[config.mk]
export PLATFORM = sky130hd
export DESIGN_NAME = channel_mac
export DESIGN_NICKNAME = d
export VERILOG_FILES = /design/src/rtl/conv_pool_pkg.sv /design/src/rtl/channel_mac.sv
export SDC_FILE = /design/constraint.sdc
export NUM_CORES = 2
export LEC_CHECK = 0
export BUFFER_PORTS_ARGS = -buffer_cell sky130_fd_sc_hd__clkbuf_2
export CAP_MARGIN = 5
export CORE_MARGIN = 8
export CORE_UTILIZATION = 33
export CTS_CLUSTER_SIZE = 20
export DETAILED_ROUTE_END_ITERATION = 8
export PLACE_DENSITY_LB_ADDON = 0.2
export SYNTH_ARGS = -nofsm -noshare
export SYNTH_HDL_FRONTEND = slang
export SYNTH_SLANG_ARGS = --single-unit
[constraint.sdc]
create_clock -name clk -period 11.2 [get_ports clk]
set_input_delay 2.24 -clock clk [delete_from_list [all_inputs] [get_ports clk]]
set_output_delay 2.24 -clock clk [all_outputs]
set_load 0.1 [all_outputs]
[src/rtl/conv_pool_pkg.sv]
package conv_pool_pkg;

	// default number of input channels held by one kernel
	parameter int CH_NUM_DEF = 4;

	parameter int ACT_W = 12;
	parameter int PARAM_W = 8;
	parameter int TAPS = 9;

	// one lane dot product, 9 products of 12x8 bits
	parameter int PROD_W = 21;

	// bias is aligned to the product scale before the add
	parameter int BIAS_SHIFT = 8;

	// requantization of the pooled average
	parameter int ROUND_ADD = 64;
	parameter int QUANT_SHIFT = 7;
	parameter int OUT_MAX = 2047;

	// windows per 2x2 pooling block
	parameter int POOL_SIZE = 4;

	typedef logic signed [ACT_W-1:0] act_t;
	typedef logic signed [PARAM_W-1:0] param_t;
	typedef logic signed [PROD_W-1:0] acc_t;
	typedef logic [ACT_W-1:0] out_t;

	// operands of one channel lane
	typedef struct packed {
		act_t [TAPS-1:0] act;
		param_t [TAPS-1:0] weight;
	} lane_in_t;

	// control that follows lane_sum into the pooling stage
	typedef struct packed {
		logic valid;
		logic last;
		param_t bias;
	} stage_ctl_t;

endpackage

[src/rtl/channel_mac.sv]
`timescale 1ns/1ps

module channel_mac (
	input  logic clk,
	input  logic rst_n,
	input  logic advance,
	input  conv_pool_pkg::lane_in_t lane_in,
	output conv_pool_pkg::acc_t lane_sum
);

	conv_pool_pkg::acc_t [conv_pool_pkg::TAPS-1:0] prod;
	conv_pool_pkg::acc_t [3:0] pair_sum;
	conv_pool_pkg::acc_t [1:0] quad_sum;
	conv_pool_pkg::acc_t dot;

	// signed 12x8 products, sign extended to the lane width
	always_comb begin
		for (int t = 0; t < conv_pool_pkg::TAPS; t++) begin
			prod[t] = conv_pool_pkg::acc_t'($signed(lane_in.act[t]))
				* conv_pool_pkg::acc_t'($signed(lane_in.weight[t]));
		end
	end

	// adder tree, tap 8 joins at the last level
	always_comb begin
		for (int p = 0; p < 4; p++) begin
			pair_sum[p] = prod[2*p] + prod[2*p+1];
		end
		quad_sum[0] = pair_sum[0] + pair_sum[1];
		quad_sum[1] = pair_sum[2] + pair_sum[3];
		dot = quad_sum[0] + quad_sum[1] + prod[8];
	end

	always_ff @(posedge clk) begin
		if (!rst_n) begin
			lane_sum <= '0;
		end else if (advance) begin
			lane_sum <= dot;
		end
	end

endmodule

### Yosys cells after proc, flatten, opt, wreduce, memory -nomap -nowiden

Cells that the tools add are included.

| operators by class | value |
|---|---|
| $mul | 9 |
| add/subtract/negate cells | 8 |

Operators by type and width:

| cell | count |
|---|---|
| 12-bit by 8-bit multiplier with 20-bit output | 9 |
| 20-bit by 20-bit adder with 21-bit output | 4 |
| 21-bit adder | 3 |
| 21-bit by 20-bit adder with 21-bit output | 1 |

| storage, ports and cells | value |
|---|---|
| word-level logic and storage cells | 18 |
| bits of input ports | 183 |
| register bits after elaboration | 21 |
| output and inout bits | 21 |

### Logic depth before layout (Yosys ltp)

| depth | value |
|---|---|
| depth in word-level cells | 5 |
| gate-level depth with buffers | 31 |
| depth with buffers taken out | 30 |

### Worst setup path before layout

OpenSTA, ideal clock, no wires.

| timing | value |
|---|---|
| kind | in2reg |
| start | in lane_in[3] (netlist bit) |
| end | reg lane_sum[20] |
| slack | 1.640 ns |
| stages | 29 |
| library setup time | 0.118 ns |
| required time | 11.082 ns |
| buffers on the path | 1 |
| data arrival time | 9.442 ns |
| cell sequence | clkbuf_1 nand2_1 fa_1 inv_1 fa_1 inv_1 fa_1 fa_1 inv_1 fa_1 inv_1 fa_1 fa_1 inv_1 fa_1 inv_1 fa_1 inv_1 fa_1 ha_1 a21o_1 a21o_1 a21oi_1 and4b_1 o21ai_1 a41o_1 xnor2_1 mux2i_1 nor2_1 |

| on the way | value |
|---|---|
| word-level cells in the longest chain between the ends | 5 |

Ends and longest elaborated chain:

| what | RTL line | source |
|---|---|---|
| start, declared | channel_mac.sv:7 | `input conv_pool_pkg::lane_in_t lane_in,` |
| 12-bit by 8-bit multiplier with 20-bit output | channel_mac.sv:20 | `* conv_pool_pkg::acc_t'($signed(lane_in.weight[t]));` |
| 20-bit by 20-bit adder with 21-bit output | channel_mac.sv:27 | `pair_sum[p] = prod[2*p] + prod[2*p+1];` |
| 21-bit adder | channel_mac.sv:29 | `quad_sum[0] = pair_sum[0] + pair_sum[1];` |
| 21-bit adder | channel_mac.sv:31 | `dot = quad_sum[0] + quad_sum[1] + prod[8];` |
| 21-bit by 20-bit adder with 21-bit output | channel_mac.sv:31 |  |
| end signal, assigned | channel_mac.sv:38 | `lane_sum <= dot;` |
| end, declared | channel_mac.sv:8 | `output conv_pool_pkg::acc_t lane_sum` |

No other way between the ends.
A chain may end at the register's enable or synchronous reset.

### Worst setup path after layout

| timing | value |
|---|---|
| start | in lane_in[32] (netlist bit) |
| end | reg lane_sum[20] |

| on the way | value |
|---|---|
| word-level cells in the longest chain between the ends | 5 |

Ends and longest elaborated chain:

| what | RTL line | source |
|---|---|---|
| 12-bit by 8-bit multiplier with 20-bit output | channel_mac.sv:20 |  |
| 20-bit by 20-bit adder with 21-bit output | channel_mac.sv:27 |  |
| 21-bit adder | channel_mac.sv:30 | `quad_sum[1] = pair_sum[2] + pair_sum[3];` |
| 21-bit adder | channel_mac.sv:31 |  |
| 21-bit by 20-bit adder with 21-bit output | channel_mac.sv:31 |  |

No other way between the ends.

==> results.yml <==
status:
  outcome: "complete, no violations"
synth:
  number_of_register_bits_inferred_by_synthesis: 21
  synthMostInstantiatedCell: "inv_1"
  ys_async_sr_fraction_pct: 0
  synth.yosys.seq_area_share_pct: 1.27
  synth_edf_count: 0
  synth.cells.most_frequent: "inv_1 (1054), fa_1 (1008), and2_1 (384)"
  synth_top_area_share_pct: 61.0
  postSynthCellCount: 3398
  warnings_synthesis: 0
  synth_top_area_cell: "fa_1"
  yosys.cell_types.count: 41
  ys.flop_type: "dfxtp_1"
  postSynthAreaPerCell_um2: 9.74
  netlist_area_um2: 33100
  synthTopCellsByArea: "fa_1 (61%), inv_1 (12%), ha_1 (7.5%)"
  syn-num-nets: 4787
global_route:
  busiest_layer: "met2"
  grt_max_degree: 28
  grt_remaining_overflow: 0
  antenna_found_initial: 17
  grt_first_pass_wirelength_um: 148000
  global_route.usage.met3_pct: 1.22
  met1_usage_grt_pct: 23.3
  groute.usage.overall_pct: 17.5
  grtUsageMet2_pct: 31.5
  grt_pass1_vias: 24021
critical_path:
  required_ns: 11.34
  worst_setup_path_startpoint: "lane_in[32]"
  path_max_fanout: 12
  slowest_stage: "fa_1"
  crit_path_end_kind: "flop"
  path_delay_family: "adder cells"
  critical_path.n_buffers_inverters: 7
  maximum_single_stage_delay_on_the_critical_path_ns: 0.69
  worstSetupPathType: "input pin to flop"
  cp_data_arrival_time_ns: 10.16
  crit-reg2reg-launch: "lane_sum[18]$_SDFFE_PN0P_"
  path_common_cell: "fa_1"
  cp-start-kind: "input pin"
placed_design:
  place.detailed.instances: 4821
  place.gp.congestion: 0.869
  port_buffers: 203
  place_hpwl_um: 86500
clocking:
  clock_latency_at_the_later_pin_of_the_worst_skew_pair_ns: 0.26
  clock_tree.htree_level_count: 1
  tritoncts.num_buffers: 3
  tritoncts_clock_tree: "built"
  cts.repair.resized: 0
  cts_root_buffer: "clkbuf_16"
  cts.reportedPaths.clkPinSlew_ns: 0.07
  post_cts_buffers: 0
  clockBufferDepth: 2
  cts_num_sinks: 21
  cts-hold-fix-buffers: 0
final_layout:
  largest_register_ff_count: 21
  layout-drive-gt1-share_pct: 6.12
  layout-area-overhead-vs-synth_pct: 7.42
  largestRegisters: "lane_sum: 21 flops"
  design.final.nets: 4917
  post_layout_nonfiller_instances: 4841
  largest-register: "lane_sum"
  ff_latch_area_um2: 420
  multiInputGateArea_um2: 28400
  num-fill-cells: 10231
floorplan:
  die_x_um: 333
  fp.dieArea_um2: 111000
  row_cnt: 116
  die_outline_height_um: 333
  io_pins: 204
  initial_core_util_pct: 33.2
  core_region_area_um2: 99700
flow_run:
  max-cap-violations: 0
timing:
  final_cycle_share_pct: 89.5
  fmax_mhz: 99.7
  hold_violations: 0
  setup_viol_count_final: 0
  tightest_slew_ns: 0.760
  whs_ns: 0.476
  grt_setup_unrepaired: "false"
  maxSlewHeadroom_pct: 49.0
  clock_skew_ns: 0
  finalCriticalPeriod_ns: 10.03
  finalSetupTns_ns: 0
  final-max-slew-violation-count: 0
hold_path:
  min-delay-path-class: "flop to flop"
  holdCritStartpoint: "lane_sum[4]$_SDFFE_PN0P_"
route:
  route.final.wire_length_um: 92500
  routed-via-count: 21149
  first_iter_violations: 1000
  count_of_tritonroute_iterations_in_the_first_routing_pass: 5
  avgRoutedWirePerCell_um: 19.1
  via_per_inst: 4.37
  drc: 0
  antenna_left: 0
==> per-layer routing <==
layer	vias up	wire, µm
li1	9662	-
met3	48	3380
met1	11056	39000
met5	-	39
met4	6	1560
met2	377	48500
==> through the flow <==
stage,setup slack (ns),util [%],instance area (µm²)
after floorplan,1.64,-,33100
after global routing,0.800,35.6,35500
after CTS,1.11,35.6,35500
after detailed placement,0.835,35.5,35400
after global placement,0.894,35.5,35400
final,1.17,35.6,35500
==> kinds of logic (layout without fill, tap and decap cells) <==
kind of cell	Yosys count	in the layout	synth area share, %
adder cells (fa/ha/maj)	1206	1206	68.5
buffers and inverters	1136	1265	13.0
AND/OR/NAND/NOR	900	900	14.0
XOR/XNOR	70	70	1.85
AO/OA/AOI/OAI	51	51	1.04
flip-flops	21	21	1.27
multiplexers	14	14	0.424
other	0	16	0
==> final timing paths <==
check | to | slack [ns] | depth (start not counted)
max | lane_sum[20]$_SDFFE_PN0P_ | 1.17 | 27
min | lane_sum[4]$_SDFFE_PN0P_ | 0.48 | 2
max reg2reg | lane_sum[18]$_SDFFE_PN0P_ | 10.45 | 2
min reg2reg | lane_sum[4]$_SDFFE_PN0P_ | 0.48 | 2
==> cell usage in the layout (no fill, tap or decap), types with 2 or more instances in the layout <==
cell type     n
xor2_1       12
dfxtp_1      21
ha_1        198
clkbuf_2    203
o21ai_0      13
nor2_1       25
nand2b_1     66
diode_2      16
nor2b_1      35
nand2_1     381
nand3b_1      3
or2_2         2
and2_1      384
xnor2_1      58
fa_1       1008
o21ai_1       2
mux2i_1      14
buf_4         4
a31oi_1       2
a21oi_1      12
clkbuf_16     3
a21o_1        6
inv_1      1054
o21a_1        3
==> worst min-delay path, delay by kind of cell (launching register included) <==
kind	cells	cell delay [ns]
DFF	1	0.31
and+or+nand+nor	1	0.08
AOI/OAI and AO/OA	1	0.04
==> area by class of cell <==
type                       count  area share, %
inverter                    1054           11.1
clock inverter                 1         0.0141
timing repair buffer         207           2.94
tap                         1298           4.57
multi-input combinational   2241           79.8
clock buffer                   3          0.211
antenna                       16          0.113
sequential                    21           1.18
Power is not shown: default switching activity piles up to over one toggle a cycle in this logic, so the estimate is an artifact.
