[src/rtl/conv_pool_pkg.sv]
package conv_pool_pkg;

	// default number of input channels held by one kernel
	parameter int CH_NUM_DEF = 4;

	parameter int ACT_W = 12;
	parameter int PARAM_W = 8;
	parameter int TAPS = 9;

	// one lane dot product, 9 products of 12x8 bits
	parameter int PROD_W = 21;

	// bias is aligned to the product scale before the add
	parameter int BIAS_SHIFT = 8;

	// requantization of the pooled average
	parameter int ROUND_ADD = 64;
	parameter int QUANT_SHIFT = 7;
	parameter int OUT_MAX = 2047;

	// windows per 2x2 pooling block
	parameter int POOL_SIZE = 4;

	typedef logic signed [ACT_W-1:0] act_t;
	typedef logic signed [PARAM_W-1:0] param_t;
	typedef logic signed [PROD_W-1:0] acc_t;
	typedef logic [ACT_W-1:0] out_t;

	// operands of one channel lane
	typedef struct packed {
		act_t [TAPS-1:0] act;
		param_t [TAPS-1:0] weight;
	} lane_in_t;

	// control that follows lane_sum into the pooling stage
	typedef struct packed {
		logic valid;
		logic last;
		param_t bias;
	} stage_ctl_t;

endpackage

[src/rtl/pool_requant.sv]
`timescale 1ns/1ps

module pool_requant #(
	parameter int CH_NUM = conv_pool_pkg::CH_NUM_DEF
) (
	input  logic clk,
	input  logic rst_n,
	input  conv_pool_pkg::acc_t [CH_NUM-1:0] lane_sum,
	input  logic stage_valid,
	input  logic group_last,
	input  conv_pool_pkg::param_t kernel_bias_q,
	input  logic out_ready,
	output logic advance,
	output logic out_valid,
	output conv_pool_pkg::out_t out_data
);

	// headroom for the channel sum and for the four window group total
	localparam int POOL_SHIFT = $clog2(conv_pool_pkg::POOL_SIZE);
	localparam int SUM_W = conv_pool_pkg::PROD_W + $clog2(CH_NUM) + 1;
	localparam int GRP_W = SUM_W + POOL_SHIFT;

	conv_pool_pkg::stage_ctl_t ctl_q;
	logic signed [SUM_W-1:0] total;
	logic [GRP_W-1:0] relu;
	logic [GRP_W-1:0] acc;
	logic [GRP_W-1:0] grp_next;
	logic [GRP_W-1:0] avg;
	logic [GRP_W-1:0] rounded;
	logic [GRP_W-1:0] scaled;
	conv_pool_pkg::out_t quant;

	// output register empty or being drained
	assign advance = !out_valid || out_ready;

	// channel sum plus aligned bias, then ReLU
	always_comb begin
		total = SUM_W'($signed(ctl_q.bias));
		total = total <<< conv_pool_pkg::BIAS_SHIFT;
		for (int c = 0; c < CH_NUM; c++) begin
			total = total + SUM_W'($signed(lane_sum[c]));
		end
		relu = total[SUM_W-1] ? '0 : GRP_W'(total);
	end

	// average of the group, rounded and saturated
	always_comb begin
		grp_next = acc + relu;
		avg = grp_next >> POOL_SHIFT;
		rounded = avg + GRP_W'(conv_pool_pkg::ROUND_ADD);
		scaled = rounded >> conv_pool_pkg::QUANT_SHIFT;
		if (scaled > GRP_W'(conv_pool_pkg::OUT_MAX)) begin
			quant = conv_pool_pkg::out_t'(conv_pool_pkg::OUT_MAX);
		end else begin
			quant = conv_pool_pkg::out_t'(scaled);
		end
	end

	always_ff @(posedge clk) begin
		if (!rst_n) begin
			ctl_q <= '0;
			acc <= '0;
			out_valid <= 1'b0;
		end else if (advance) begin
			// lines the control up with lane_sum
			ctl_q.valid <= stage_valid;
			ctl_q.last <= group_last;
			ctl_q.bias <= kernel_bias_q;
			out_valid <= ctl_q.valid && ctl_q.last;
			if (ctl_q.valid) begin
				acc <= ctl_q.last ? '0 : grp_next;
			end
		end
	end

	always_ff @(posedge clk) begin
		if (advance && ctl_q.valid && ctl_q.last) begin
			out_data <= quant;
		end
	end

	out_hold_a: assert property (@(posedge clk) disable iff (!rst_n)
		out_valid && !out_ready |=> out_valid && $stable(out_data));

	out_reset_a: assert property (@(posedge clk)
		!rst_n |=> !out_valid);

endmodule

[config.mk]
export PLATFORM = sky130hd
export DESIGN_NAME = pool_requant
export DESIGN_NICKNAME = d
export VERILOG_FILES = /design/src/rtl/conv_pool_pkg.sv /design/src/rtl/pool_requant.sv
export SDC_FILE = /design/constraint.sdc
export NUM_CORES = 1
export LEC_CHECK = 0
export BUFFER_PORTS_ARGS = -buffer_cell sky130_fd_sc_hd__clkbuf_2
export CAP_MARGIN = 20
export CORE_MARGIN = 4
export CORE_UTILIZATION = 40
export DETAILED_ROUTE_END_ITERATION = 8
export GPL_ROUTABILITY_DRIVEN = 1
export PLACE_DENSITY_LB_ADDON = 0.2
export REMOVE_ABC_BUFFERS = 1
export SYNTH_ARGS = -nofsm -noshare
export SYNTH_HDL_FRONTEND = slang
export SYNTH_SLANG_ARGS = --single-unit
[constraint.sdc]
create_clock -name clk -period 9.5 [get_ports clk]
set_input_delay 0.475 -clock clk [delete_from_list [all_inputs] [get_ports clk]]
set_output_delay 0.475 -clock clk [all_outputs]
set_load 0.02 [all_outputs]
# After elaboration in Yosys (flattened, before gate mapping)
# Index checks and enable logic that the tools add are counted.
# op_classes
add_sub_neg,6
n_lt_le_gt_ge,1
reduce_logical,6
n_mux,2
# ops
cell,n
26-bit by 23-bit adder with 26-bit output,1
26-bit two-way mux,1
24-bit by 7-bit adder with 25-bit output (second input constant),1
23-bit by 21-bit adder with 24-bit output,1
24-bit by 21-bit adder with 24-bit output,1
22-bit by 21-bit adder with 23-bit output,1
23-bit two-way mux,1
16-bit by 21-bit adder with 22-bit output,1
18-bit by 11-bit greater-than comparator with 1-bit output (second input constant),1
1-bit logical AND,3
2-bit AND reduction,1
1-bit logical NOT,1
1-bit logical OR,1
# totals
input_bits,97
out_inout_bits,14
register_bits,49

# Logic depth before layout (Yosys ltp)
# Gate-level depths: netlist of the first run.
# logic_depth
ltp_word,8
ltp_mapped,32
depth_no_buf,30

# Least setup slack after synthesis of the first run
# Ideal clock, no wire load.
# synth_path
path_kind,in2reg
start,input port lane_sum[12] (netlist name)
end,"register out_data[3], data pin"
path_stages,31
t_arrival_ns,6.747
path_slack_ns,2.473
setup_time_ns,0.280
required_ns,9.220
path_buffers,2
path_cell_list,inv_1 -> fa_1 -> inv_1 -> fa_1 -> inv_1 -> fa_1 -> inv_1 -> ha_1 -> a21o_1 -> a221oi_1 -> o21ai_0 -> a31oi_2 -> a21oi_2 -> a211o_1 -> a21oi_2 -> xnor2_1 -> buf_2 -> nor2b_1 -> ha_1 -> inv_1 -> fa_1 -> nand2b_1 -> a21oi_1 -> o211a_1 -> o21ai_0 -> a211oi_1 -> and4bb_1 -> nand4_1 -> mux2i_1 -> buf_4 -> o2111ai_1
# synth_via
elab_chain_cells,8
# synth_rtl
element,line,source
start: declaration,pool_requant.sv:8,"input conv_pool_pkg::acc_t [CH_NUM-1:0] lane_sum,"
16-bit by 21-bit adder with 22-bit output (*),pool_requant.sv:41,total = total + SUM_W'($signed(lane_sum[c]));
22-bit by 21-bit adder with 23-bit output (*),pool_requant.sv:41,
23-bit by 21-bit adder with 24-bit output (*),pool_requant.sv:41,
24-bit by 21-bit adder with 24-bit output (*),pool_requant.sv:41,
23-bit two-way mux (*),pool_requant.sv:43,relu = total[SUM_W-1] ? '0 : GRP_W'(total);
26-bit by 23-bit adder with 26-bit output (*),pool_requant.sv:48,grp_next = acc + relu;
24-bit by 7-bit adder with 25-bit output (*),pool_requant.sv:50,rounded = avg + GRP_W'(conv_pool_pkg::ROUND_ADD);
18-bit by 11-bit greater-than comparator with 1-bit output,pool_requant.sv:52,if (scaled > GRP_W'(conv_pool_pkg::OUT_MAX)) begin
end signal: assignment,pool_requant.sv:78,out_data <= quant;
end: declaration,pool_requant.sv:15,output conv_pool_pkg::out_t out_data
# Mark *: on every way between the ends. The rest lies on a longest branch, timed or not.
# A chain may end at the register's enable or synchronous reset.

# Final worst setup path of the first run
# layout_path
start,input port lane_sum[15] (netlist name)
end,"register out_data[3], data pin"
# Same word-level chain as after synthesis.

==> results of run 1 <==
## stage by stage
stage                     instances  worst slack, ps  cell area, um^2
after floorplan                 762             1800             6230
final                          1096             1600             7260
after global routing           1096              922             7260
after detailed placement       1087             1300             7090
after global placement         1087             1410             7090
after CTS                      1095             1580             7230
## sequential cells by signal (all words and copies together) (netlist names)
register	count
acc	26
ctl_q	10
out_data	12
out_valid	1
## placed cells by master, fill, tap and decap left out, drive strengths merged, types with 6 or more instances in the layout
master	synthesis	final
nand2	48	48
nand4	12	12
or3	7	7
nor2b	10	10
nor3	14	14
ha	53	53
xnor2	22	22
o21ai	30	30
clkbuf	21	115
nand3	16	16
o21bai	6	6
nor2	67	67
a21o	14	14
edfxtp	12	12
a211oi	9	9
inv	170	170
xor2	20	20
and3	9	9
o31ai	7	7
fa	59	59
a22oi	16	16
a21oi	52	52
dfxtp	37	37
nand2b	9	9
## layer usage
metal | vias up | wire (um)
li1 | 2783 | -
met1 | 2538 | 6130
met2 | 99 | 6890
met3 | 15 | 626
met4 | 0 | 238
met5 | - | 0
## critical path: cells and delay by family
| kind | cells | cell delay [ps] |
|---|---|---|
| AO/OA/AOI/OAI | 12 | 2930 |
| adder cells (fa/ha/maj) | 6 | 2480 |
| AND/OR/NAND/NOR | 4 | 730 |
| multiplexers | 1 | 690 |
| buffers and inverters | 6 | 330 |
| XOR/XNOR | 1 | 250 |
## final cells by class
type                    instances  area, um^2  area share, %
clock buffers                   5         125           1.72
clock inverters                 3        17.5          0.241
inverters                     170         638           8.79
multi-input cells             543        4500           62.1
flip-flops and latches         49        1100           15.2
well taps                     211         264           3.64
repair buffers                115         608           8.38
## kinds of logic after synthesis
logic type,share of synthesized area (%)
AND/OR/NAND/NOR,16.5
buffers and inverters,11.8
AO/OA/AOI/OAI,18.7
adder cells (fa/ha/maj),29.1
flip-flops,17.4
XOR/XNOR,5.92
multiplexers,0.651
other,0.0591
## power by group through the flow
stage               Combinational, W  Sequential (W)  Clock [W]
CTS                          0.00194        0.000311   0.000192
detailed placement           0.00192        0.000315          0
finish                       0.00192        0.000310   0.000186
global route                 0.00217        0.000315   0.000198
floorplan                    0.00149        0.000320          0
global placement             0.00192        0.000315          0
## worst paths after layout
check	from	endpoint	slack [ps]	depth (start not counted)
max	lane_sum[15]	out_data[3]	1600	30
min	kernel_bias_q[1]	ctl_q[1]	390	3
max reg2reg	ctl_q[7]	out_data[3]	2230	25
min reg2reg	ctl_q[2]	ctl_q[2]	450	2
==> flow_summary.ini, run 1 <==
[floorplan]
die_height_um = 134
design.core.area_um2 = 15400
dieArea_um2 = 17900
num_io_pins = 111
core.rowCount = 45
die_w_um = 134
start_util_pct = 41.3

[layout]
drive_above_1_share_pct = 16.4
final_nets = 1093
fillCellCount = 1583
final_util_pct = 47.2
diodes = 0
area_delta_synth_final_pct = 14.4

[clocking]
h-tree-depth = 2
cts_tree = built
clockBufferDepth = 2
cts_buffers = 5
cts_root_buf = clkbuf_16
postCtsHoldBufs = 0
cts.sinks = 49
post_cts_buffers = 0
cts_resized = 0
worstSkewPairLatency_ps = 310
clk_pin_slew_ps = 70

[synth]
synthTopCellsByArea = fa_1 (19%), dfxtp_1 (12%), ha_1 (10%)
synth_commonest_cells = inv_1 (170), nor2_1 (67), fa_1 (59)
synth-edff-count = 12
yosys_warnings = 0
synth_cells = 789
synth_most_common_cell = inv_1
synth_seq_cells = 49
yosys.area.top_type = fa_1
mappedNetlistArea_um2 = 6340
synth_area_per_cell_um2 = 8.04
yosysSeqAreaShare_pct = 17.4
async_flop_share_pct = 0
synth.distinct_cells = 63
synth_top_area_share_pct = 18.6
ys.flop_type = dfxtp_1

[global_route]
top_usage_layer = met2
grt_util_all_layers_pct = 15.5
grt_first_pass_wirelength_mm = 23.1
grt_pass1_vias = 5168
grt_max_degree = 35
met3_usage_pct = 3.15
grt_use_met1_pct = 19.2
antenna_found_initial = 0
use_met2_pct = 27.1
gr-total-overflow = 0

[timing]
holdWs_ps = 394
report.final.slew_viol_count = 0
period_minus_slack_ps = 7900
clock.fmax_mhz = 127
rsz0062_at_grt = no
hold_viol = 0
timing.final.crit_share_pct = 83.1
skew_ps = 6.97
tightest_slew_ps = 934
tns_ps = 0
max-slew-margin-rel_pct = 36.0
setup_violations = 0

[power_and_ir_drop]
p_sw_share_pct = 51.7
powerDensity_nw_per_um2 = 332
net-switching-power_w = 0.00125
p_comb_share_pct = 79.4
cellInternalPower_w = 0.00116
power.total_w = 0.00241
clockPowerShare_pct = 7.7
vdd_drop_max_v = 0.000132
power.leakage_nw = 3.80
seqPwrFrac_pct = 12.9

[critical_path]
cp-start-kind = primary input
crit_fanout = 16
slowest_delay_ps = 690
slowest_stage = mux2i_1
critPathCaptureType = flip-flop
crit_required_ps = 9510
crit_path_frequent_cell = inv_1
worstSetupPathType = in -> reg
cp.arrival_ps = 7900

[place]
gp_congestion = 0.865
io_buffers = 110
hpwl_mm = 11.4

[run]
maxCapViolCount = 0

[hold_path]
min_path_type = in -> reg

[outcome]
status = finished, final reports clean

[detailed_routing]
wl_per_cell_um = 12.7
via_per_inst = 4.96
ant_nets = 0
vias = 5435
remaining_drc_errors = 0
drt_pre_antenna_iters = 4
drt_iter0_drc = 188
routed_wl_mm = 13.9
Note: power is estimated with default switching activity, not from simulation.
==> run 2: changes to the inputs <==
clock period = 7.95 ns   (was 9.5 ns; I/O delays follow)
==> flow_summary.ini, run 2 (same netlist as run 1, synthesis figures left out) <==
[critical_path]
crit_start = lane_sum[12]
r2r_cells = 26
cp.arrival_ps = 7380
ff2ff_setup_slack_ps = 1160
cp-start-kind = primary input
crit_fanout = 15
slowest_stage = a211oi_1
worstSetupPathType = in -> reg
slowest_delay_ps = 550
r2r-end = out_data[5]
critPathCaptureType = flip-flop
crit_required_ps = 7990
r2r-start = ctl_q[7]
crit_path_frequent_cell = inv_1

[detailed_routing]
drt_pre_antenna_iters = 4
wl_per_cell_um = 12.7
vias = 5411
routed_wl_mm = 14.0
ant_nets = 0
via_per_inst = 4.91
remaining_drc_errors = 0
drt_iter0_drc = 188

[layout]
diodes = 0
largest_reg_flops = 26
final_util_pct = 47.4
drive_above_1_share_pct = 16.9
area_delta_synth_final_pct = 14.8
final_common_cell = inv_1
regMostFlops = acc
final_nets = 1098
stdcell_area_um2 = 7280
reg_top3 = acc (26), out_data (12), ctl_q (10)
mostFrequentLayoutCells = inv_1 (170), clkbuf_2 (110), nor2_1 (66), fa_1 (59), ha_1 (53)

[timing]
rsz0062_at_grt = no
hold_viol = 0
skew_ps = 4.86
report.final.slew_viol_count = 0
fin_ws_ps = 616
clock.fmax_mhz = 136
tightest_slew_ps = 1050
tns_ps = 0
setup_violations = 0
period_minus_slack_ps = 7330
max-slew-margin-rel_pct = 30.1
timing.final.crit_share_pct = 92.2

[place]
place_ws_ps = 283
io_buffers = 110
placed_cell_area_um2 = 7140
gp_congestion = 0.858
hpwl_mm = 11.6

[hold_path]
min_path_type = in -> reg
min_path_cells = 3
hp-start = kernel_bias_q[2]
hold_path_end = ctl_q[2]

[global_route]
antenna_found_initial = 0
grt_pass1_vias = 5243
use_met2_pct = 28.2
met3_usage_pct = 2.70
gr-total-overflow = 0
grt_use_met1_pct = 19.7
grt_util_all_layers_pct = 15.7
grt_first_pass_wirelength_mm = 23.5
top_usage_layer = met2
grt_max_degree = 35

[power_and_ir_drop]
power.leakage_nw = 3.81
power.total_w = 0.00295
vdd_drop_max_v = 0.000173
powerDensity_nw_per_um2 = 405

[clocking]
clk_pin_slew_ps = 70
clockBufferDepth = 2
cts.sinks = 49
cts_resized = 0
post_cts_buffers = 0
postCtsHoldBufs = 0
h-tree-depth = 2
worstSkewPairLatency_ps = 300
cts_root_buf = clkbuf_16
cts_tree = built
cts_buffers = 5

[floorplan]
die_w_um = 134
die_height_um = 134
dieArea_um2 = 17900
core.rowCount = 45
num_io_pins = 111
design.core.area_um2 = 15400
start_util_pct = 41.3

[outcome]
status = finished, final reports clean

[run]
maxCapViolCount = 0
[run 2: power by group]
group | leakage, nW | total [W] | internal [W] | switching [W]
clock network | 0.0696 | 0.000220 | 0.000116 | 0.000104
registers | 0.409 | 0.000370 | 0.000346 | 0.0000243
logic | 3.34 | 0.00236 | 0.000983 | 0.00137
[run 2: routing by layer]
| layer | vias up | part of all wire (%) | wire length [um] |
|---|---|---|---|
| met5 | - | 0 | 0 |
| met4 | 0 | 0.83 | 116 |
| met3 | 6 | 4.1 | 578 |
| met2 | 88 | 51 | 7080 |
| met1 | 2523 | 44 | 6180 |
| li1 | 2794 | - | - |
[run 2: worst max-delay path, delay by kind of cell]
family	cells	cell delay (ps)
mux	1	180
simple gates	5	1000
compound gates	11	2600
xor+xnor	1	210
fa+ha+maj	6	2470
buf+inv	7	520
[run 2: worst max path at each step]
| stage | depth (start not counted) | slack [ps] | endpoint |
|---|---|---|---|
| floorplan | 27 | 330 | out_data[0] |
| global placement | 31 | 430 | out_data[5] |
| detailed placement | 31 | 280 | out_data[5] |
| CTS | 31 | 600 | out_data[5] |
| global route | 32 | 50 | out_data[3] |
| finish | 31 | 620 | out_data[5] |
[run 2: per-stage QoR]
| stage | cells | hold WS [ps] |
|---|---|---|
| after global routing | 1101 | 318 |
| after CTS | 1101 | 309 |
| after detailed placement | 1093 | 445 |
| after floorplan | 762 | 432 |
| after global placement | 1092 | 440 |
| final | 1101 | 318 |
[run 2: area by class of cell]
cell class	count	area (um^2)
Sequential cell	49	1100
Clock inverter	3	17.5
Inverter	170	638
Multi-Input combinational cell	543	4500
Tap cell	211	264
Fill cell	1574	8090
Clock buffer	5	125
Timing Repair Buffer	120	633
