**src/rtl/conv_pool_pkg.sv**
```systemverilog
package conv_pool_pkg;

	// default number of input channels held by one kernel
	parameter int CH_NUM_DEF = 4;

	parameter int ACT_W = 12;
	parameter int PARAM_W = 8;
	parameter int TAPS = 9;

	// one lane dot product, 9 products of 12x8 bits
	parameter int PROD_W = 21;

	// bias is aligned to the product scale before the add
	parameter int BIAS_SHIFT = 8;

	// requantization of the pooled average
	parameter int ROUND_ADD = 64;
	parameter int QUANT_SHIFT = 7;
	parameter int OUT_MAX = 2047;

	// windows per 2x2 pooling block
	parameter int POOL_SIZE = 4;

	typedef logic signed [ACT_W-1:0] act_t;
	typedef logic signed [PARAM_W-1:0] param_t;
	typedef logic signed [PROD_W-1:0] acc_t;
	typedef logic [ACT_W-1:0] out_t;

	// operands of one channel lane
	typedef struct packed {
		act_t [TAPS-1:0] act;
		param_t [TAPS-1:0] weight;
	} lane_in_t;

	// control that follows lane_sum into the pooling stage
	typedef struct packed {
		logic valid;
		logic last;
		param_t bias;
	} stage_ctl_t;

endpackage

```
**src/rtl/window_loader.sv**
```systemverilog
`timescale 1ns/1ps

module window_loader #(
	parameter int CH_NUM = conv_pool_pkg::CH_NUM_DEF
) (
	input  logic clk,
	input  logic rst_n,
	input  logic kernel_valid,
	input  conv_pool_pkg::param_t [CH_NUM-1:0][conv_pool_pkg::TAPS-1:0] kernel_weights,
	input  conv_pool_pkg::param_t kernel_bias,
	input  logic win_valid,
	input  conv_pool_pkg::act_t [CH_NUM-1:0][conv_pool_pkg::TAPS-1:0] win_act,
	input  logic advance,
	output logic win_ready,
	output conv_pool_pkg::lane_in_t [CH_NUM-1:0] lane_in,
	output logic stage_valid,
	output logic group_last,
	output conv_pool_pkg::param_t kernel_bias_q
);

	localparam int POS_W = $clog2(conv_pool_pkg::POOL_SIZE);

	conv_pool_pkg::param_t [CH_NUM-1:0][conv_pool_pkg::TAPS-1:0] weight_q;
	conv_pool_pkg::param_t bias_q;
	conv_pool_pkg::lane_in_t [CH_NUM-1:0] lane_d;
	logic [POS_W-1:0] pos;
	logic pos_last;

	// the whole pipeline moves together, so the loader takes a window on advance
	assign win_ready = advance;
	assign pos_last = (pos == POS_W'(conv_pool_pkg::POOL_SIZE - 1));

	// kernel store
	always_ff @(posedge clk) begin
		if (kernel_valid) begin
			weight_q <= kernel_weights;
			bias_q <= kernel_bias;
		end
	end

	// pair every channel window with its own weights
	always_comb begin
		for (int c = 0; c < CH_NUM; c++) begin
			lane_d[c].act = win_act[c];
			lane_d[c].weight = weight_q[c];
		end
	end

	// lane operands and the bias move with the window
	always_ff @(posedge clk) begin
		if (advance) begin
			lane_in <= lane_d;
			kernel_bias_q <= bias_q;
		end
	end

	always_ff @(posedge clk) begin
		if (!rst_n) begin
			pos <= '0;
			stage_valid <= 1'b0;
			group_last <= 1'b0;
		end else if (advance) begin
			stage_valid <= win_valid;
			group_last <= win_valid && pos_last;
			if (win_valid) begin
				pos <= pos_last ? '0 : pos + 1'b1;
			end
		end
	end

	// a reload in the middle of a group would mix two kernels in one pooled output
	kernel_between_groups_a: assert property (@(posedge clk) disable iff (!rst_n)
		kernel_valid |-> pos == '0);

	win_hold_a: assert property (@(posedge clk) disable iff (!rst_n)
		win_valid && !win_ready |=> win_valid && $stable(win_act));

endmodule

```
**config.mk**
```make
export PLATFORM = sky130hd
export DESIGN_NAME = window_loader
export DESIGN_NICKNAME = d
export VERILOG_FILES = /design/src/rtl/conv_pool_pkg.sv /design/src/rtl/window_loader.sv
export SDC_FILE = /design/constraint.sdc
export NUM_CORES = 1
export LEC_CHECK = 0
export BUFFER_PORTS_ARGS = -buffer_cell sky130_fd_sc_hd__buf_4
export CELL_PAD_IN_SITES_DETAIL_PLACEMENT = 0
export CELL_PAD_IN_SITES_GLOBAL_PLACEMENT = 1
export CORE_AREA = 3 3 563 565
export CTS_CLUSTER_DIAMETER = 30
export DETAILED_ROUTE_END_ITERATION = 16
export DIE_AREA = 0 0 566 568
export PLACE_DENSITY_LB_ADDON = 0.1
export SLEW_MARGIN = 15
export SYNTH_ARGS = -nofsm -noshare
export SYNTH_HDL_FRONTEND = slang
export SYNTH_SLANG_ARGS = --single-unit
```
**constraint.sdc**
```tcl
create_clock -name clk -period 2.28 [get_ports clk]
set_input_delay 0.228 -clock clk [delete_from_list [all_inputs] [get_ports clk]]
set_output_delay 0.228 -clock clk [all_outputs]
set_load 0.02 [all_outputs]
```
Yosys cells after proc, flatten, opt, wreduce, memory -nomap -nowiden

Index checks and enable logic that the tools add are counted.

Bits in registers: 1028
Input port bits: 733
Output and inout port bits: 731
Logic and storage cells: 118

Add/subtract/negate cells: 1
Eq/ne operators: 1
Muxes and demuxes: 1
Reduce and logical (&&, ||, !) cells: 2

Operators with widths:

| cell                                        | count |
|---|---|
| adder 2 x 1 -> 2 bit, second input constant | 1 |
| equality test 2 bit, second input constant  | 1 |
| 2-to-1 mux 2 bit                            | 1 |
| AND reduction 2 bit                         | 1 |
| logical AND 1 bit                           | 1 |

Longest topological paths before layout

Gate-level depths: netlist of run 1.

Depth in word-level cells: 2
Depth in mapped cells: 3
Gate-level depth less buffers: 3

Worst setup path before layout of run 1

OpenSTA, ideal clock, no wires.

Kind: register -> register
Start point: register pos[0]
End point: register pos[1]
Library setup time: 0.115 ns
Arrival time: 0.889 ns
Data required time: 2.165 ns
Slack: 1.276 ns
Cell stages (with the launch flop): 4
Path buffers: 0
Period minus slack after synthesis: 1.004 ns
Cells stage by stage: dfxtp_1 -> ha_1 -> and3_2 -> o21a_1

Longest elaborated chain between the ends: 2
Elaborated cells on any way between the ends: 3
Classes of those cells: 1 x add/sub; 1 x eq/ne; 1 x mux

Ends and longest elaborated chain:

| item                                                               | RTL line                                 | source |
|---|---|---|
| start: declaration                                                 | window_loader.sv:26                      | `logic [POS_W-1:0] pos;` |
| start signal: assignment                                           | window_loader.sv:66                      | `pos <= pos_last ? '0 : pos + 1'b1;` |
| adder 2 x 1 -> 2 bit / equality test 2 bit (equally long branches) | window_loader.sv:66, window_loader.sv:31 |  |
| 2-to-1 mux 2 bit *                                                 | window_loader.sv:66                      |  |

Every way passes the cells marked *; elsewhere a longest branch is shown, timed or not.
A chain may end at the register's enable or synchronous reset.

Worst setup path after layout of run 1

Start point: input port advance
End point: output port win_ready

RTL lines:

| item               | RTL line            | source |
|---|---|---|
| start: declaration | window_loader.sv:13 | `input logic advance,` |
| end: declaration   | window_loader.sv:14 | `output logic win_ready,` |

No word-level cell between the ends.

==> flow_metrics.py, run 1 <==
metrics = {
    "status": {
        "status": "completed",
    },
    "placement": {
        "pre_cts_ws_ns": 0.661,
        "post_dp_cell_area_um2": 47600,
        "port_buffers": 1463,
        "routability_cong": 0.766,
        "post-dp-hpwl_mm": 145,
        "place.detailed.instances": 6685,
    },
    "synth": {
        "synth_cell_type_count": 12,
        "async_reset_ff_frac": 0,
        "post_synth_and_or_nand_nor_area_fraction": 0.00121,
        "mapped_avg_cell_area_um2": 29.7,
        "share_of_synthesized_area_occupied_by_flip_flops_and_latches": 0.997,
        "synthDominantAreaCellType": "sky130_fd_sc_hd__edfxtp_1",
        "synth_top_family_by_area": "compound AO/OA/AOI/OAI gates",
        "synth_commonest_cells": "sky130_fd_sc_hd__edfxtp_1, sky130_fd_sc_hd__dfxtp_1, sky130_fd_sc_hd__a21boi_0",
        "mapped_cells": 1041,
        "synth_nets": 1775,
        "synth_compound_gate_area_share": 0.00121,
        "synthAdderAreaFrac": 0.000404,
        "synth.mux.area_fraction": 0.000324,
        "synthXorXnorAreaFrac": 0,
        "synthesis.yosys.warnings": 0,
        "synthDominantCellAreaShare": 0.994,
        "post_synth_instance_area_um2": 30900,
        "synth-edff-count": 1024,
        "top_flip_flop_cell_by_instance_count_after_synthesis": "sky130_fd_sc_hd__edfxtp_1",
        "synth-seq-cells": 1028,
        "yosys.cell_count.top_type": "sky130_fd_sc_hd__edfxtp_1",
        "yosys-top-cells-area": "sky130_fd_sc_hd__edfxtp_1, sky130_fd_sc_hd__dfxtp_1, sky130_fd_sc_hd__a21boi_0",
    },
    "power_and_ir_drop": {
        "power_mw": 75.3,
        "power_report.internal_total_mw": 57.8,
        "worst_vdd_drop_v": 0.000515,
        "share_seq_of_total_power": 0.305,
        "power_switching_share": 0.232,
        "comb_power_share": 0.084,
        "powerDensity_nw_per_um2": 1110,
        "power.leakage_nw": 26.6,
        "power.switching_mw": 17.4,
        "pwr-share-clk": 0.611,
    },
    "sta": {
        "setup_tns_ns": 0,
        "worst_slew_margin_rel": 0.539,
        "timing.final.hold_violations": 0,
        "setup_violations": 0,
        "setup_slack_ns": 0.0899,
        "post_route_clock_skew_ns": 0.0536,
        "timing.fmax_ghz": 0.457,
        "timing.hold.ws_ns": 0.105,
        "final_period_util": 0.961,
        "worst_pin_slew_ns": 0.691,
        "layout_min_cycle_time_ns": 2.19,
        "unrepaired_setup_endpoints_after_global_routing": "false",
        "slew_limit_fails": 0,
    },
    "clock_tree": {
        "path_clk_slew_ns": 0.04,
        "gates_resized_cts_repair": 0,
        "cts_inserted_buffers": 352,
        "tritoncts": "yes",
        "cts_max_path_buffers": 4,
        "clock_tree.htree_level_count": 5,
        "cts.sink_count": 1028,
        "post-cts-setup-buffer-count": 0,
        "root_buffer": "sky130_fd_sc_hd__clkbuf_16",
        "cts_hold_repair.buffers": 863,
        "clock_latency_ns": 0.85,
    },
    "die": {
        "chipHeight_um": 568,
        "design.core.area_um2": 312000,
        "fp.dieW_um": 566,
        "initial_utilization": 0.0992,
        "boundaryPins": 1464,
        "rows": 205,
        "die-area_um2": 321000,
    },
    "min_path": {
        "class_of_the_most_critical_hold_timing_path": "primary input to register",
        "launch_point_of_the_worst_hold_path": "kernel_weights[181]",
        "hold_end": "lane_d[397]$_DFFE_PP_",
        "hold_depth": 2,
    },
    "route": {
        "post_drt_wl_per_cell_um": 22.0,
        "dr_total_vias": 22800,
        "detail_route.vias_per_cell": 2.77,
        "dr.first_iter.drc_count": 898,
        "remaining_drc_errors": 0,
        "ant_nets": 0,
        "drt-pass1-iter-count": 5,
        "drt_wl_total_mm": 181,
    },
    "global_routing": {
        "global_route.usage.total": 0.109,
        "grt_pass1_wl_mm": 236,
        "first_global_vias": 25700,
        "grt_max_degree": 100,
        "overflow": 0,
        "antenna_violations_before_repair": 154,
    },
    "setup_path": {
        "regToRegStartpoint": "pos[0]$_SDFFE_PN0P_",
        "regToRegEndpoint": "pos[0]$_SDFFE_PN0P_",
        "critical-path-slowest-cell": "sky130_fd_sc_hd__dlygate4sd3_1",
        "worstPathRequired_ns": 2.05,
        "critical_path.cell_chain": "dlygate4sd3_1 > buf_8 > buf_12 > buf_4",
        "rrSetupSlack_ns": 0.71,
        "critical_path.top_delay_family": "buffers and inverters",
        "reg2regPathDepth": 4,
        "worst_setup_path_start_kind": "primary input",
        "setup.worst_path.class": "primary input to output pin",
        "timing.critical_path.to_type": "output pin",
        "worst-path-buf-inv": 4,
        "crit_arrival_ns": 1.96,
        "largest_incremental_delay_on_the_critical_path_ns": 0.57,
        "critical_path.max_fanout": 99,
    },
    "final_layout": {
        "drive_gt1_frac": 0.491,
        "finish.instance_area_um2": 67800,
        "final-instance-count-excl-fill": 8236,
        "final_core_util": 0.217,
        "num-nets-final": 4496,
        "area_delta_synth_final_pct": 119,
    },
    "run": {
        "drv.max_cap_violation_count": 0,
    },
}
[cells in the final DEF (no fill, tap or decap)]
cell type	instances
sky130_fd_sc_hd__clkinv_2	65
sky130_fd_sc_hd__clkinv_16	6
sky130_fd_sc_hd__clkinv_1	89
sky130_fd_sc_hd__bufinv_16	35
sky130_fd_sc_hd__clkbuf_1	71
sky130_fd_sc_hd__clkinv_8	5
sky130_fd_sc_hd__and3_2	1
sky130_fd_sc_hd__buf_8	2
sky130_fd_sc_hd__edfxtp_1	1024
sky130_fd_sc_hd__a21boi_0	3
sky130_fd_sc_hd__clkbuf_16	357
sky130_fd_sc_hd__o21a_1	2
sky130_fd_sc_hd__dlygate4sd3_1	863
sky130_fd_sc_hd__buf_12	16
sky130_fd_sc_hd__buf_4	1487
sky130_fd_sc_hd__ha_1	1
sky130_fd_sc_hd__nand2b_1	1
sky130_fd_sc_hd__inv_16	8
sky130_fd_sc_hd__diode_2	41
sky130_fd_sc_hd__nor2b_1	1
sky130_fd_sc_hd__nand3_1	1
sky130_fd_sc_hd__dfxtp_1	4
sky130_fd_sc_hd__and4bb_1	1
sky130_fd_sc_hd__clkbuf_8	3
sky130_fd_sc_hd__mux2i_1	1
sky130_fd_sc_hd__clkinvlp_4	5
sky130_fd_sc_hd__inv_6	3
[area by class of cell]
class / count / area [um^2]
Timing Repair Buffer: 2368 / 20200
Antenna cell: 41 / 103
Clock buffer: 431 / 9240
Tap cell: 4140 / 5180
Sequential cell: 1028 / 30800
Fill cell: 33300 / 244000
Multi-Input combinational cell: 12 / 97.6
Clock inverter: 216 / 2200
[sequential cells by signal, summed over array words and instances, names as in the netlist]
| signal | count |
|---|---|
| group_last | 1 |
| kernel_bias_q | 8 |
| bias_q | 8 |
| pos | 2 |
| stage_valid | 1 |
| lane_d | 288 |
| lane_in | 720 |
[worst max-delay path by stage]
stage                                   start                     end  cells past startpoint
after global placement                advance               win_ready                      3
after global routing                  advance               win_ready                      4
final                                 advance               win_ready                      4
after detailed placement              advance  lane_in[430]$_DFFE_PP_                      3
after CTS                             advance               win_ready                      4
after floorplan           pos[0]$_SDFFE_PN0P_     pos[1]$_SDFFE_PN0P_                      3
[power by group through the flow]
stage          Combinational, mW  Clock (mW)  Sequential, mW
2_1_floorplan            0.00920           0            24.4
3_3_place_gp                5.09           0            23.3
3_5_place_dp                5.06           0            23.3
4_1_cts                     6.56        47.3            23.0
5_1_grt                     6.71        48.5            23.1
6_report                    6.31        46.0            23.0
[kinds of logic after synthesis]
logic type      Yosys count
simple gates              5
fa+ha+maj                 1
buf+inv                   1
compound gates            5
mux                       1
flops                  1028
[layer usage]
layer  global-route usage  part of all wire  vias to the layer above
li1                     -                 -                    10000
met3               0.0591              0.11                      557
met2                0.192              0.51                     1373
met5                    0            0.0020                        -
met4               0.0440             0.041                       56
met1                0.105              0.34                    10800
No activity file was read; power rests on OpenSTA's default activity.
==> run 2, diff against run 1 <==
Settings changed: RECOVER_POWER from default to 25.
==> run 2 against run 1 <==
Against the previous run:
- final area fell by 0.42%
- die area did not move
- clock-buffer cell count did not move
- worst setup slack got worse by 0.014 ns
- via count barely moved
- clock power barely moved
- critical path depth did not move
- non-clock buffer count did not move
- flip-flop and latch count did not move
- sequential share of layout area rose by 0.19 points
- fmax fell by 0.62%
- critical path type unchanged
- largest cell class unchanged
==> flow_metrics.py, run 2 (synthesis results as in run 1) <==
metrics = {
    "final_layout": {
        "final-instance-count-excl-fill": 8243,
        "drive_gt1_frac": 0.472,
        "ff_latch_area_um2": 30800,
        "layout.cells.most_common_list": "sky130_fd_sc_hd__edfxtp_1, sky130_fd_sc_hd__buf_4, sky130_fd_sc_hd__dlygate4sd3_1",
        "mostFrequentLayoutCell": "sky130_fd_sc_hd__edfxtp_1",
        "regMostFlops": "lane_in",
        "area_delta_synth_final_pct": 118,
        "area_taken_by_multi_input_logic_gates_um2": 97.6,
        "layout.filler_cells": 33400,
        "largest_register_ff_count": 720,
        "num-nets-final": 4496,
    },
    "route": {
        "dr_total_vias": 22800,
        "post_drt_wl_per_cell_um": 21.9,
        "detail_route.vias_per_cell": 2.76,
        "drt-pass1-iter-count": 4,
        "dr.first_iter.drc_count": 874,
        "drt_wl_total_mm": 180,
        "ant_nets": 0,
        "remaining_drc_errors": 0,
    },
    "sta": {
        "layout_min_cycle_time_ns": 2.20,
        "setup_violations": 0,
        "worst_slew_margin_rel": 0.534,
        "post_route_clock_skew_ns": 0.0534,
        "unrepaired_setup_endpoints_after_global_routing": "false",
        "slew_limit_fails": 0,
        "timing.fmax_ghz": 0.454,
        "final_period_util": 0.967,
        "timing.final.hold_violations": 0,
        "setup_tns_ns": 0,
        "worst_pin_slew_ns": 0.698,
    },
    "global_routing": {
        "overflow": 0,
        "grt_max_degree": 100,
        "first_global_vias": 25700,
        "grt_pass1_wl_mm": 236,
        "antenna_violations_before_repair": 157,
        "global_route.usage.total": 0.109,
    },
    "clock_tree": {
        "cts.sink_count": 1028,
        "tritoncts": "yes",
        "root_buffer": "sky130_fd_sc_hd__clkbuf_16",
        "path_clk_slew_ns": 0.04,
        "clock_latency_ns": 0.85,
        "clock_tree.htree_level_count": 5,
        "post-cts-setup-buffer-count": 0,
        "cts_max_path_buffers": 4,
        "cts_inserted_buffers": 352,
    },
    "die": {
        "chipHeight_um": 568,
        "fp.dieW_um": 566,
        "initial_utilization": 0.0992,
        "rows": 205,
        "die-area_um2": 321000,
        "boundaryPins": 1464,
        "design.core.area_um2": 312000,
    },
    "run": {
        "drv.max_cap_violation_count": 0,
    },
    "setup_path": {
        "reg2regPathDepth": 4,
        "critical_path.cell_chain": "dlygate4sd3_1 > buf_8 > buf_12 > buf_4",
        "worst-path-buf-inv": 4,
        "timing.critical_path.to_type": "output pin",
        "crit_start": "advance",
        "rrSetupSlack_ns": 0.71,
        "regToRegStartpoint": "pos[0]$_SDFFE_PN0P_",
        "largest_incremental_delay_on_the_critical_path_ns": 0.57,
        "critical_path.endpoint": "win_ready",
        "setup.worst_path.class": "primary input to output pin",
        "critical_path.top_delay_family": "buffers and inverters",
        "critical_path_depth": 4,
        "regToRegEndpoint": "pos[0]$_SDFFE_PN0P_",
        "critical_path.max_fanout": 99,
        "critical-path-slowest-cell": "sky130_fd_sc_hd__dlygate4sd3_1",
        "crit_arrival_ns": 1.98,
        "worst_setup_path_start_kind": "primary input",
        "worstPathRequired_ns": 2.05,
    },
    "placement": {
        "post-dp-hpwl_mm": 145,
        "routability_cong": 0.766,
        "place.detailed.instances": 6685,
        "port_buffers": 1463,
    },
    "power_and_ir_drop": {
        "powerDensity_nw_per_um2": 1110,
        "power.leakage_nw": 26.2,
        "worst_vdd_drop_v": 0.000513,
    },
    "status": {
        "status": "completed",
    },
    "min_path": {
        "class_of_the_most_critical_hold_timing_path": "primary input to register",
    },
}
-- run 2: cell types whose count changed in the layout (fill, tap and decap cells not counted) --
cell,change
sky130_fd_sc_hd__buf_4,-599
sky130_fd_sc_hd__clkbuf_4,+519
sky130_fd_sc_hd__clkbuf_1,+80
sky130_fd_sc_hd__diode_2,+7
-- run 2: area by class of cell --
type,count,share of cell area
clock buffer,431,0.137
sequential,1028,0.457
tap,4140,0.0767
timing repair buffer,2368,0.294
multi-input combinational,12,0.00145
clock inverter,216,0.0325
antenna,48,0.00178
-- run 2: worst min path at each step --
stage,endpoint,cells after the start,slack [ns],start
after floorplan,bias_q[0]$_DFFE_PP_,0,0.33,kernel_bias[0]
after global placement,lane_in[425]$_DFFE_PP_,0,0.40,lane_d[425]$_DFFE_PP_
after detailed placement,kernel_bias_q[1]$_DFFE_PP_,0,0.40,bias_q[1]$_DFFE_PP_
after global routing,lane_d[380]$_DFFE_PP_,2,0.05,kernel_weights[164]
final,lane_d[397]$_DFFE_PP_,2,0.13,kernel_weights[181]
after CTS,lane_d[36]$_DFFE_PP_,2,0.0001,kernel_weights[36]
-- run 2: per-layer routing --
metal  routed length (um)  global-route usage  up-vias
li1                     -                   -    10000
met1                60900               0.105    10800
met2                91300               0.192     1361
met3                20400              0.0591      544
met4                 7440              0.0440       56
met5                  355                   0        -
-- run 2: metrics by stage --
stage / utilization / power, mW / area (um^2) / setup WS (ns) / hold WS (ns)
CTS: 0.217 / 76.9 / 67700 / 0.0423 / 0.000110
detailed placement: 0.153 / 28.4 / 47600 / 0.661 / 0.405
floorplan: - / 24.5 / 30900 / 1.28 / 0.327
global route: 0.216 / 78.3 / 67500 / 0.0182 / 0.0454
global placement: 0.153 / 28.4 / 47600 / 0.663 / 0.401
finish: 0.216 / 75.2 / 67500 / 0.0762 / 0.125
-- run 2: worst reg2reg max path: stages (launching register included) --
cell and delay, ns:
sky130_fd_sc_hd__dfxtp_1 0.35, sky130_fd_sc_hd__ha_1 0.18, sky130_fd_sc_hd__and4bb_1 0.21, sky130_fd_sc_hd__o21a_1 0.17, sky130_fd_sc_hd__dlygate4sd3_1 0.54
-- run 2: report_power, final --
group | switching [mW] | internal, mW | leakage (nW)
Sequential | 0.441 | 22.5 | 10.1
Clock | 13.7 | 32.3 | 5.59
Combinational | 3.31 | 2.89 | 10.6
Total | 17.4 | 57.7 | 26.2
-- run 2: timing repair --
item                      CTS  global route
hold endpoints to repair  926             0
hold buffers              863             0
resized for setup           0             0
==> run 3, diff against run 2 <==
Settings changed: ABC_AREA from default to 1.
==> run 3 against run 2 <==
Against the previous run:
- hold slack gained 0.0074 ns
- flip-flop and latch count unchanged
- via count rose by 0.16%
- worst setup slack gained 0.23 ns
- sequential share of layout area decreased by 0.19 points
- combinational power about the same
- register-to-register slack better by 0.47 ns
- die area unchanged
- critical path type unchanged
- largest power group unchanged
- highest routed layer unchanged
==> flow_metrics.py, run 3 <==
metrics = {
    "synth": {
        "post_synth_instance_area_um2": 30900,
        "synthAdderAreaFrac": 0.000405,
        "synth.mux.area_fraction": 0,
        "synthesis.yosys.warnings": 0,
        "synth_commonest_cells": "sky130_fd_sc_hd__edfxtp_1, sky130_fd_sc_hd__nand2_1, sky130_fd_sc_hd__dfxtp_1, sky130_fd_sc_hd__inv_1",
        "synthXorXnorAreaFrac": 0,
        "synth_compound_gate_area_share": 0.000324,
        "synthDominantCellAreaShare": 0.994,
        "synth_top_family_by_area": "simple AND/OR/NAND/NOR gates",
        "post_synth_and_or_nand_nor_area_fraction": 0.00182,
        "synth-seq-cells": 1028,
        "synth_nets": 1783,
        "yosys-top-cells-area": "sky130_fd_sc_hd__edfxtp_1, sky130_fd_sc_hd__dfxtp_1, sky130_fd_sc_hd__nand2_1",
        "synth-edff-count": 1024,
        "share_of_synthesized_area_occupied_by_flip_flops_and_latches": 0.997,
        "yosys.cell_count.top_type": "sky130_fd_sc_hd__edfxtp_1",
        "synthDominantAreaCellType": "sky130_fd_sc_hd__edfxtp_1",
        "top_flip_flop_cell_by_instance_count_after_synthesis": "sky130_fd_sc_hd__edfxtp_1",
        "mapped_cells": 1049,
        "mapped_avg_cell_area_um2": 29.5,
        "async_reset_ff_frac": 0,
        "synth_cell_type_count": 11,
    },
    "clock_tree": {
        "cts_max_path_buffers": 4,
        "cts_inserted_buffers": 353,
        "path_clk_slew_ns": 0.04,
        "gates_resized_cts_repair": 0,
        "root_buffer": "sky130_fd_sc_hd__clkbuf_16",
        "clock_latency_ns": 0.86,
        "tritoncts": "yes",
        "cts.sink_count": 1028,
        "clock_tree.htree_level_count": 5,
    },
    "global_routing": {
        "first_global_vias": 26000,
        "global_route.usage.total": 0.104,
        "grt_pass1_wl_mm": 229,
        "antenna_violations_before_repair": 118,
        "grt_max_degree": 99,
        "overflow": 0,
    },
    "route": {
        "post_drt_wl_per_cell_um": 21.0,
        "dr.first_iter.drc_count": 968,
        "detail_route.vias_per_cell": 2.76,
        "dr_total_vias": 22800,
        "remaining_drc_errors": 0,
        "drt_wl_total_mm": 174,
        "drt-pass1-iter-count": 5,
        "ant_nets": 0,
    },
    "sta": {
        "final_period_util": 0.867,
        "worst_pin_slew_ns": 0.585,
        "setup_violations": 0,
        "timing.final.hold_violations": 0,
        "post_route_clock_skew_ns": 0.0682,
        "timing.fmax_ghz": 0.506,
        "layout_min_cycle_time_ns": 1.98,
        "worst_slew_margin_rel": 0.610,
        "slew_limit_fails": 0,
        "unrepaired_setup_endpoints_after_global_routing": "false",
        "setup_slack_ns": 0.303,
        "setup_tns_ns": 0,
        "timing.hold.ws_ns": 0.132,
    },
    "power_and_ir_drop": {
        "power_mw": 75.0,
        "power.leakage_nw": 26.4,
        "worst_vdd_drop_v": 0.000671,
        "powerDensity_nw_per_um2": 1110,
    },
    "final_layout": {
        "mostFrequentLayoutCell": "sky130_fd_sc_hd__edfxtp_1",
        "regMostFlops": "lane_in",
        "num-nets-final": 4537,
        "largest_register_ff_count": 720,
        "layout.cells.most_common_list": "sky130_fd_sc_hd__edfxtp_1, sky130_fd_sc_hd__buf_4, sky130_fd_sc_hd__dlygate4sd3_1",
        "area_delta_synth_final_pct": 119,
        "drive_gt1_frac": 0.473,
        "final_core_util": 0.217,
    },
    "placement": {
        "pre_cts_ws_ns": 0.634,
        "routability_cong": 0.746,
        "port_buffers": 1463,
        "post-dp-hpwl_mm": 138,
    },
    "min_path": {
        "class_of_the_most_critical_hold_timing_path": "primary input to register",
        "launch_point_of_the_worst_hold_path": "kernel_weights[285]",
        "hold_depth": 2,
        "hold_end": "lane_d[609]$_DFFE_PP_",
    },
    "die": {
        "chipHeight_um": 568,
        "initial_utilization": 0.0992,
        "design.core.area_um2": 312000,
        "rows": 205,
        "die-area_um2": 321000,
        "fp.dieW_um": 566,
        "boundaryPins": 1464,
    },
    "setup_path": {
        "critical_path.max_fanout": 19,
        "regToRegEndpoint": "stage_valid$_SDFFE_PN0P_",
        "setup.worst_path.class": "primary input to output pin",
        "worstPathRequired_ns": 2.05,
        "crit_start": "advance",
        "crit_arrival_ns": 1.75,
        "worst_setup_path_start_kind": "primary input",
        "reg2regPathDepth": 3,
        "regToRegStartpoint": "stage_valid$_SDFFE_PN0P_",
        "rrSetupSlack_ns": 1.18,
        "timing.critical_path.to_type": "output pin",
    },
    "status": {
        "status": "completed",
    },
    "run": {
        "drv.max_cap_violation_count": 0,
    },
}
run 3: cell count changes in the layout (fill, tap and decap cells not counted), sizes merged, moves of 3 or more:
cell / delta
clkbuf: -51
a21boi: -3
bufinv: -3
diode: -17
dlygate4sd3: +26
nor2: +3
nand2: +8
clkinv: +24
buf: +34
run 3: logic make-up (layout without fill, tap and decap cells):
family	count (synthesis)	after routing
AOI/OAI and AO/OA	2	2
adders and majority gates	1	1
other	0	31
and+or+nand+nor	13	13
DFF	1028	1028
buffers and inverters	5	3045
run 3: final cells by class:
type / count / area (um^2)
clock buffers: 408 / 9060
flip-flops and latches: 1028 / 30800
fillers: 33400 / 244000
well taps: 4140 / 5180
diodes: 31 / 77.6
inverters: 4 / 15.0
clock inverters: 233 / 2380
multi-input cells: 16 / 78.8
repair buffers: 2400 / 20200
run 3: where the power goes:
part / total, mW / internal (mW) / leakage [nW] / switching [mW]
clock network: 45.8 / 31.7 / 5.62 / 14.0
logic: 6.17 / 2.93 / 10.7 / 3.24
registers: 23.0 / 22.5 / 10.1 / 0.471
run 3: routing by layer:
metal,share of wire,global-route usage,vias up
met1,0.33,0.0977,10900
met5,0.00095,0,-
li1,-,-,10100
met3,0.11,0.0552,470
met2,0.53,0.193,1322
met4,0.031,0.0327,26
run 3: worst max-delay path, cell delays in order:
cell	delay [ns]
sky130_fd_sc_hd__dlygate4sd3_1	0.62
sky130_fd_sc_hd__buf_8	0.29
sky130_fd_sc_hd__buf_4	0.32
sky130_fd_sc_hd__buf_4	0.19
run 3: repair_timing:
action,4_1_cts,5_1_grt
endpoints found under the hold margin,891,0
hold buffers,889,0
buffers inserted,0,0
run 3: metrics by stage:
| step | area, um^2 | cells |
|---|---|---|
| 6_report | 67800 | 8260 |
| 5_1_grt | 67800 | 8245 |
| 4_1_cts | 68000 | 8229 |
| 3_5_place_dp | 47700 | 6699 |
| 3_3_place_gp | 47700 | 6699 |
| 2_1_floorplan | 30900 | 1049 |
run 3: worst max path at each step:
stage	endpoint	slack, ns	depth (start not counted)
floorplan	pos[1]$_SDFFE_PN0P_	1.46	3
global placement	lane_in[452]$_DFFE_PP_	0.62	3
detailed placement	lane_in[452]$_DFFE_PP_	0.63	3
CTS	win_ready	0.22	4
global route	win_ready	0.23	4
finish	win_ready	0.30	4
